==> config.mk <==
export PLATFORM = sky130hd
export DESIGN_NAME = voice_mixer
export DESIGN_NICKNAME = d
export VERILOG_FILES = /design/src/verilog/mix_pkg.sv /design/src/verilog/voice_mixer.sv /design/src/verilog/mix_stereo_result.sv /design/src/verilog/mix_voice_execute.sv /design/src/verilog/mix_slot_decode.sv /design/src/verilog/mix_param_regs.sv
export SDC_FILE = /design/constraint.sdc
export NUM_CORES = 2
export LEC_CHECK = 0
export BUFFER_PORTS_ARGS = -buffer_cell sky130_fd_sc_hd__buf_2
export CAP_MARGIN = 20
export CORE_UTILIZATION = 50
export CTS_BUF_LIST = sky130_fd_sc_hd__clkbuf_8 sky130_fd_sc_hd__clkbuf_16
export DETAILED_ROUTE_END_ITERATION = 6
export PLACE_DENSITY = 0.66
export SETUP_SLACK_MARGIN = 0.5
export SYNTH_ARGS = -nofsm -noshare
export SYNTH_HDL_FRONTEND = slang
export SYNTH_SLANG_ARGS = --single-unit
==> constraint.sdc <==
create_clock -name sCLK_XVXENVS -period 18.7 [get_ports sCLK_XVXENVS]
set_input_delay 1.87 -clock sCLK_XVXENVS [delete_from_list [all_inputs] [get_ports sCLK_XVXENVS]]
set_output_delay 1.87 -clock sCLK_XVXENVS [all_outputs]
set_load 0.005 [all_outputs]
==> src/verilog/mix_pkg.sv <==
package mix_pkg;

    localparam int VOICES        = 4;
    localparam int V_OSC         = 4;                    // oscs per voice
    localparam int SLOTS         = VOICES * V_OSC;       // slots per audio frame
    localparam int V_WIDTH       = $clog2(VOICES);
    localparam int O_WIDTH       = $clog2(V_OSC);
    localparam int SLOT_W        = V_WIDTH + O_WIDTH;
    localparam int AUD_BIT_DEPTH = 24;
    localparam int SINE_W        = 17;
    localparam int ENV_W         = 8;
    localparam int MOD_W         = 11;
    localparam int MODAMT_W      = 8;
    localparam int GAIN_W        = 7;                    // lvl, pan and master width
    localparam int GAIN_SHIFT    = 7;
    localparam int MOD_SHIFT     = 14;
    localparam int ADR_W         = 7;
    localparam int WDATA_W       = 8;

    // widths after each gain stage with its shift applied
    localparam int AMP_W = SINE_W + ENV_W - GAIN_SHIFT;  // sine * env
    localparam int SCL_W = AMP_W + GAIN_W + 1 - GAIN_SHIFT;  // * lvl
    localparam int PAN_W = SCL_W + GAIN_W + 1 - GAIN_SHIFT;  // * pan

    localparam logic [GAIN_W-1:0] GAIN_MAX   = {GAIN_W{1'b1}};  // 127
    localparam logic [GAIN_W-1:0] PAN_CENTER = 7'd64;

    localparam logic [ADR_W-1:0] ADR_LVL_BASE = 7'd0;
    localparam logic [ADR_W-1:0] ADR_PAN_BASE = 7'd4;
    localparam logic [ADR_W-1:0] ADR_MOD_BASE = 7'd8;
    localparam logic [ADR_W-1:0] ADR_MASTER   = 7'd12;

    typedef enum logic [2:0] {
        SEL_LVL,
        SEL_PAN,
        SEL_MOD,
        SEL_MASTER,
        SEL_NONE
    } reg_sel_e;

    typedef struct packed {
        logic [V_WIDTH-1:0] voice;
        logic [O_WIDTH-1:0] osc;
    } slot_t;

    typedef struct packed {
        logic [GAIN_W-1:0]          lvl;
        logic [GAIN_W-1:0]          pan;      // 0 = hard left
        logic signed [MODAMT_W-1:0] mod_amt;
    } osc_param_t;

    typedef struct packed {
        logic                     vld;
        logic                     first;    // slot 0 of a frame
        slot_t                    slot;
        logic signed [SINE_W-1:0] sine;
        logic signed [ENV_W-1:0]  env;
    } dec_item_t;

    typedef struct packed {
        logic                            vld;
        logic                            first;
        logic signed [AUD_BIT_DEPTH-1:0] left;
        logic signed [AUD_BIT_DEPTH-1:0] right;
    } exec_item_t;

endpackage
==> src/verilog/voice_mixer.sv <==
`timescale 1ns/1ps

module voice_mixer (
    input  logic                                        sCLK_XVXENVS,
    input  logic                                        rst_n,
    input  logic                                        frame_sync,
    input  logic signed [mix_pkg::ENV_W-1:0]            env_level,
    input  logic signed [mix_pkg::SINE_W-1:0]           sine_sample,
    input  logic                                        write,
    input  logic [mix_pkg::ADR_W-1:0]                   adr,
    input  logic [mix_pkg::WDATA_W-1:0]                 wdata,
    output mix_pkg::slot_t                              cur_slot,
    output logic signed [mix_pkg::MOD_W-1:0]            modulation,
    output logic signed [mix_pkg::AUD_BIT_DEPTH-1:0]    lsound_out,
    output logic signed [mix_pkg::AUD_BIT_DEPTH-1:0]    rsound_out,
    output logic                                        sound_valid
);

    import mix_pkg::*;

    osc_param_t         osc_param [V_OSC];
    logic [GAIN_W-1:0]  master_vol;
    dec_item_t          dec_item;       // stage 1 -> 2
    exec_item_t         exec_item;      // stage 2 -> 3

    mix_param_regs u_regs (
        .sCLK_XVXENVS (sCLK_XVXENVS),
        .rst_n        (rst_n),
        .write        (write),
        .adr          (adr),
        .wdata        (wdata),
        .osc_param    (osc_param),
        .master_vol   (master_vol)
    );

    mix_slot_decode u_decode (
        .sCLK_XVXENVS (sCLK_XVXENVS),
        .rst_n        (rst_n),
        .frame_sync   (frame_sync),
        .env_level    (env_level),
        .sine_sample  (sine_sample),
        .cur_slot     (cur_slot),
        .dec_item     (dec_item)
    );

    mix_voice_execute u_execute (
        .sCLK_XVXENVS (sCLK_XVXENVS),
        .rst_n        (rst_n),
        .dec_item     (dec_item),
        .osc_param    (osc_param),
        .exec_item    (exec_item),
        .modulation   (modulation)
    );

    mix_stereo_result u_result (
        .sCLK_XVXENVS (sCLK_XVXENVS),
        .rst_n        (rst_n),
        .exec_item    (exec_item),
        .master_vol   (master_vol),
        .lsound_out   (lsound_out),
        .rsound_out   (rsound_out),
        .sound_valid  (sound_valid)
    );

endmodule

==> src/verilog/mix_stereo_result.sv <==
`timescale 1ns/1ps

module mix_stereo_result (
    input  logic                                        sCLK_XVXENVS,
    input  logic                                        rst_n,
    input  mix_pkg::exec_item_t                         exec_item,
    input  logic [mix_pkg::GAIN_W-1:0]                  master_vol,
    output logic signed [mix_pkg::AUD_BIT_DEPTH-1:0]    lsound_out,
    output logic signed [mix_pkg::AUD_BIT_DEPTH-1:0]    rsound_out,
    output logic                                        sound_valid
);

    import mix_pkg::*;

    logic signed [AUD_BIT_DEPTH-1:0]        acc_l;     // frame sums
    logic signed [AUD_BIT_DEPTH-1:0]        acc_r;
    logic signed [AUD_BIT_DEPTH+GAIN_W:0]   mst_l;
    logic signed [AUD_BIT_DEPTH+GAIN_W:0]   mst_r;
    logic signed [AUD_BIT_DEPTH-1:0]        vol_l;
    logic signed [AUD_BIT_DEPTH-1:0]        vol_r;

    // master volume on the finished frame
    always_comb begin
        mst_l = acc_l * $signed({1'b0, master_vol});
        mst_r = acc_r * $signed({1'b0, master_vol});
        vol_l = mst_l[AUD_BIT_DEPTH+GAIN_SHIFT-1:GAIN_SHIFT];    // >>> 7 then truncate
        vol_r = mst_r[AUD_BIT_DEPTH+GAIN_SHIFT-1:GAIN_SHIFT];
    end

    always_ff @(posedge sCLK_XVXENVS) begin
        if (!rst_n) begin
            acc_l       <= '0;
            acc_r       <= '0;
            lsound_out  <= '0;
            rsound_out  <= '0;
            sound_valid <= 1'b0;
        end else begin
            sound_valid <= 1'b0;
            if (exec_item.vld) begin
                if (exec_item.first) begin
                    lsound_out  <= vol_l;      // previous frame out
                    rsound_out  <= vol_r;
                    sound_valid <= 1'b1;
                    acc_l       <= exec_item.left;     // new frame starts here
                    acc_r       <= exec_item.right;
                end else begin
                    acc_l <= acc_l + exec_item.left;
                    acc_r <= acc_r + exec_item.right;
                end
            end
        end
    end

endmodule

==> src/verilog/mix_voice_execute.sv <==
`timescale 1ns/1ps

module mix_voice_execute (
    input  logic                                sCLK_XVXENVS,
    input  logic                                rst_n,
    input  mix_pkg::dec_item_t                  dec_item,
    input  mix_pkg::osc_param_t                 osc_param [mix_pkg::V_OSC],
    output mix_pkg::exec_item_t                 exec_item,
    output logic signed [mix_pkg::MOD_W-1:0]    modulation
);

    import mix_pkg::*;

    osc_param_t                            prm;
    logic [GAIN_W-1:0]                     pan_inv;
    logic signed [SINE_W+ENV_W-1:0]        amp_full;
    logic signed [AMP_W-1:0]               amp;
    logic signed [AMP_W+GAIN_W:0]          scl_full;
    logic signed [SCL_W-1:0]               scaled;
    logic signed [SCL_W+GAIN_W:0]          lft_full;
    logic signed [SCL_W+GAIN_W:0]          rgt_full;
    logic signed [PAN_W-1:0]               lft;
    logic signed [PAN_W-1:0]               rgt;
    logic signed [AMP_W+MODAMT_W-1:0]      mod_full;
    logic                                  vld_q;
    logic                                  first_q;
    logic signed [AUD_BIT_DEPTH-1:0]       left_q;
    logic signed [AUD_BIT_DEPTH-1:0]       right_q;

    always_comb begin
        prm      = osc_param[dec_item.slot.osc];       // params shared by all voices
        pan_inv  = GAIN_MAX - prm.pan;
        amp_full = dec_item.sine * dec_item.env;
        amp      = amp_full[SINE_W+ENV_W-1:GAIN_SHIFT];    // >>> 7
        scl_full = amp * $signed({1'b0, prm.lvl});
        scaled   = scl_full[AMP_W+GAIN_W:GAIN_SHIFT];
        lft_full = scaled * $signed({1'b0, pan_inv});
        rgt_full = scaled * $signed({1'b0, prm.pan});
        lft      = lft_full[SCL_W+GAIN_W:GAIN_SHIFT];
        rgt      = rgt_full[SCL_W+GAIN_W:GAIN_SHIFT];
        mod_full = amp * prm.mod_amt;
    end

    always_ff @(posedge sCLK_XVXENVS) begin
        if (!rst_n) begin
            vld_q      <= 1'b0;
            first_q    <= 1'b0;
            modulation <= '0;
        end else begin
            vld_q      <= dec_item.vld;
            first_q    <= dec_item.first;
            modulation <= mod_full[MOD_SHIFT+MOD_W-1:MOD_SHIFT];   // >>> 14 into 11 bits
        end
    end

    // sign extend the panned sample to the output depth
    always_ff @(posedge sCLK_XVXENVS) begin
        left_q  <= {{(AUD_BIT_DEPTH - PAN_W){lft[PAN_W-1]}}, lft};
        right_q <= {{(AUD_BIT_DEPTH - PAN_W){rgt[PAN_W-1]}}, rgt};
    end

    assign exec_item = '{vld: vld_q, first: first_q, left: left_q, right: right_q};

endmodule

==> src/verilog/mix_slot_decode.sv <==
`timescale 1ns/1ps

module mix_slot_decode (
    input  logic                                sCLK_XVXENVS,
    input  logic                                rst_n,
    input  logic                                frame_sync,
    input  logic signed [mix_pkg::ENV_W-1:0]    env_level,
    input  logic signed [mix_pkg::SINE_W-1:0]   sine_sample,
    output mix_pkg::slot_t                      cur_slot,
    output mix_pkg::dec_item_t                  dec_item
);

    import mix_pkg::*;

    logic [SLOT_W-1:0]        slot_cnt;
    logic                     first;
    logic                     vld_q;
    logic                     first_q;
    slot_t                    slot_q;
    logic signed [SINE_W-1:0] sine_q;
    logic signed [ENV_W-1:0]  env_q;

    // voice in the upper bits, osc in the lower
    assign cur_slot = slot_t'(slot_cnt);
    assign first    = (slot_cnt == '0);

    always_ff @(posedge sCLK_XVXENVS) begin
        if (!rst_n) begin
            slot_cnt <= '0;
        end else if (frame_sync || slot_cnt == SLOT_W'(SLOTS - 1)) begin
            slot_cnt <= '0;                            // restart or wrap
        end else begin
            slot_cnt <= slot_cnt + 1'b1;
        end
    end

    always_ff @(posedge sCLK_XVXENVS) begin
        if (!rst_n) begin
            vld_q   <= 1'b0;
            first_q <= 1'b0;
        end else begin
            vld_q   <= 1'b1;                           // one item every cycle
            first_q <= first;
        end
    end

    // external generators answer for cur_slot in the same cycle
    always_ff @(posedge sCLK_XVXENVS) begin
        slot_q <= cur_slot;
        sine_q <= sine_sample;
        env_q  <= env_level;
    end

    assign dec_item = '{vld: vld_q, first: first_q, slot: slot_q, sine: sine_q, env: env_q};

endmodule

==> src/verilog/mix_param_regs.sv <==
`timescale 1ns/1ps

module mix_param_regs (
    input  logic                            sCLK_XVXENVS,
    input  logic                            rst_n,
    input  logic                            write,
    input  logic [mix_pkg::ADR_W-1:0]       adr,
    input  logic [mix_pkg::WDATA_W-1:0]     wdata,
    output mix_pkg::osc_param_t             osc_param [mix_pkg::V_OSC],
    output logic [mix_pkg::GAIN_W-1:0]      master_vol
);

    import mix_pkg::*;

    reg_sel_e           sel;        // field addressed by adr
    logic [O_WIDTH-1:0] osc_idx;

    // 4 lvl, 4 pan and 4 mod_amt addresses, then master
    always_comb begin
        osc_idx = adr[O_WIDTH-1:0];                    // bases are multiples of V_OSC
        if (adr < ADR_PAN_BASE) begin
            sel = SEL_LVL;
        end else if (adr < ADR_MOD_BASE) begin
            sel = SEL_PAN;
        end else if (adr < ADR_MASTER) begin
            sel = SEL_MOD;
        end else if (adr == ADR_MASTER) begin
            sel = SEL_MASTER;
        end else begin
            sel = SEL_NONE;                            // unmapped address
        end
    end

    always_ff @(posedge sCLK_XVXENVS) begin
        if (!rst_n) begin
            for (int i = 0; i < V_OSC; i++) begin
                osc_param[i].lvl     <= '0;            // silent until configured
                osc_param[i].pan     <= PAN_CENTER;
                osc_param[i].mod_amt <= '0;
            end
            master_vol <= '0;
        end else if (write) begin
            case (sel)
                SEL_LVL: begin
                    osc_param[osc_idx].lvl <= wdata[GAIN_W-1:0];
                end
                SEL_PAN: begin
                    osc_param[osc_idx].pan <= wdata[GAIN_W-1:0];
                end
                SEL_MOD: begin
                    osc_param[osc_idx].mod_amt <= wdata;   // signed amount
                end
                SEL_MASTER: begin
                    master_vol <= wdata[GAIN_W-1:0];
                end
                default: begin
                end
            endcase
        end
    end

endmodule

==> qor.csv <==
stage;metric;value;unit
timing;rsz0062_at_grt;false;
setup_path;path_buf_inv;5;
setup_path;ff2ff_setup_slack;3.43;ns
setup_path;r2r_end;u_execute.right_q[18];
setup_path;timing.critical_path.slowest_cell_delay;0.75;ns
yosys;synth.avg_cell_area;8.85;sq um
place;dpl.hpwl;79.3;mm
yosys;postSynth.topFlopCell;dfxtp_1;
yosys;most_instantiated_library_cell_after_synthesis;inv_1;
cts;cts.htree.levels;2;
setup_path;endpoint_class_of_the_critical_path;flip-flop;
yosys;ys_ff_latch;278;
place;port_buffers;107;
setup_path;worstPathRequired;19.18;ns
cells_and_area;fill_cells;8025;
cells_and_area;antenna_cells;0;
worst_hold_path;worst_hold_path.endpoint;u_decode.dec_item[26];
setup_path;worst_r2r_startpoint;u_decode.env_q[3];
setup_path;criticalPathCategory;flip-flop to flip-flop;
setup_path;cpMostUsedCell;fa_1;
route;detail_route.iter0.violations;1706;
setup_path;worst-endpoint-arrival;15.75;ns
timing;post_route_clock_skew;0.0208;ns
yosys;yosys.area.top_type_share;34.0;%
cells_and_area;layout_cells_sized_above_1;6.56;%
route;drc;0;
cells_and_area;nNetsFinal;6258;
die;placeable_core_region;0.0874;sq mm
timing;timing_worst_slew_pin_value;1.08;ns
outcome;status;complete, no violations;
cts;cts.sink_count;278;
yosys;post_synth_top_area_cell;fa_1;
timing;timing.setup.tns;0;ns
cts;buffers_inserted_by_post_cts_timing_repair;0;
grt;grt_pass1_wl;171;mm
cts;path_clk_slew;0.06;ns
yosys;mappedNetlistNets;6238;
route;route.vias.total;32426;
die;die_width;300;microns
yosys;yosys-top-cells-count;inv_1, fa_1, nor2_1;
cts;cts_buffer_depth;3;
worst_hold_path;min-delay-path-class;flip-flop to flip-flop;
cts;clockRootBuffer;clkbuf_16;
timing;max_slew_headroom;27.8;%
cts;skew_pair_late_insertion_delay;0.57;ns
yosys;mappedNetlistArea;0.0444;sq mm
grt;grt-ovfl-total;0;
die;initial_core_util;50.8;%
setup_path;worst-r2r-cell-count;52;
worst_hold_path;worstHoldStart;u_decode.cur_slot[1];
route;wire_length_per_cell;16.2;microns
timing;max_freq;0.0655;GHz
yosys;yosysSeqAreaShare;12.5;%
cts;holdBufCountCts;0;
yosys;post_synth_num_cell_types;85;
worst_hold_path;worst_hold_path.num_cells;0;
route;drt_pre_antenna_iters;5;
setup_path;cell_at_the_slowest_stage_of_the_critical_path;xor2_1;
timing;min_period;15.27;ns
place;last_weighted_congestion_value_of_the_routability_driven_placer;0.871;
yosys;yosys-top-cells-area;fa_1, dfxtp_1, ha_1, inv_1, nor2_1;
setup_path;startpoint_types;flip-flop;
cts;tritoncts.num_buffers;38;
route;postRouteWirelength;101;mm
grt;antenna_violations_before_repair;2;
cells_and_area;area_delta_synth_final;7.02;%
cts;gates_resized_cts_repair;0;
die;die_height;300;microns
grt;grt_use_total;23.3;%
setup_path;cp_max_fo;17;
route;vias_cell;5.21;
cts;tritoncts;built;
timing;timing_hold_violations_final;0;
timing;count_of_pins_over_their_slew_limit;0;
yosys;synth_edf_count;0;
timing;setup_viol_count_final;0;
grt;grt_pass1_vias;33682;
timing;final_min_period_over_clock_period;81.6;%
die;die_area;0.0901;sq mm
run;cap_viol_max_count;0;
yosys;yosysWarnings;0;
grt;grt_max_degree;105;
yosys;ys_async_sr_fraction;0;%
setup_path;critical-path-top-delay-family;adder cells;
die;ioPinCount;108;
route;ant_nets;0;
die;rows;108;
yosys;postSynthCellCount;5024;
logic make-up (layout without fill, tap and decap cells):
kind of cell	after synthesis	after routing	share of synthesized area [%]
and+or+nand+nor	1575	1575	16.7
adders and majority gates	1170	1170	45.7
buffers and inverters	1115	1165	9.46
AOI/OAI and AO/OA	505	505	7.40
DFF	278	278	12.5
xor gates and xnor gates	223	223	4.47
muxes	158	158	3.76
worst max-delay path by stage:
| stage | startpoint | end | slack [ns] | depth (start not counted) |
|---|---|---|---|---|
| 2_1_floorplan | u_decode.env_q[7] | u_execute.right_q[18] | 4.96 | 54 |
| 3_3_place_gp | u_decode.env_q[2] | u_execute.right_q[18] | 3.60 | 52 |
| 3_5_place_dp | u_decode.env_q[7] | u_execute.right_q[18] | 3.46 | 51 |
| 4_1_cts | u_decode.env_q[2] | u_execute.right_q[18] | 3.44 | 51 |
| 5_1_grt | u_decode.env_q[3] | u_execute.right_q[18] | 2.47 | 51 |
| 6_report | u_decode.env_q[3] | u_execute.right_q[18] | 3.43 | 52 |
metal layers:
metal  share of wire, %  vias to the layer above  track usage (%)
met5              0.012                        -                0
met4                1.8                        2             4.87
met3                5.7                      115             3.33
met2                 46                      722             38.1
met1                 47                    16007             32.9
li1                   -                    15580                -
per-stage QoR:
stage / utilization [%] / area (sq um) / setup WS [ns] / hold WS [ns] / cells
finish: 54.4 / 47600 / 3.43 / 0.418 / 6229
global route: 54.4 / 47600 / 2.47 / 0.423 / 6229
CTS: 54.4 / 47600 / 3.44 / 0.411 / 6229
detailed placement: 52.9 / 46200 / 3.46 / 0.392 / 6159
global placement: 52.9 / 46200 / 3.60 / 0.402 / 6159
floorplan: - / 44400 / 4.96 / 0.394 / 5024
final cells by class:
class | instances | area [sq um] | area share [%]
clock buffer | 45 | 1060 | 2.23
timing repair buffer | 160 | 933 | 1.96
clock inverter | 25 | 279 | 0.587
inverter | 935 | 3510 | 7.38
sequential | 278 | 5570 | 11.7
tap | 1155 | 1450 | 3.04
multi-input combinational | 3631 | 34800 | 73.1
placed cells by master (no fill, tap or decap), types with 82 or more instances in the layout:
master | netlist | final
dfxtp_1 | 278 | 273
nand2_1 | 379 | 378
and2_1 | 346 | 345
fa_1 | 754 | 754
inv_1 | 928 | 933
nor2_1 | 581 | 581
xor2_1 | 84 | 82
o21ai_0 | 89 | 86
xnor2_1 | 137 | 130
mux2i_1 | 133 | 132
a21oi_1 | 160 | 160
ha_1 | 416 | 416
buf_2 | 3 | 107
Power is left out: the tool's default activity adds up to more than one toggle a clock period on the data nets, which glitch-free logic cannot reach.
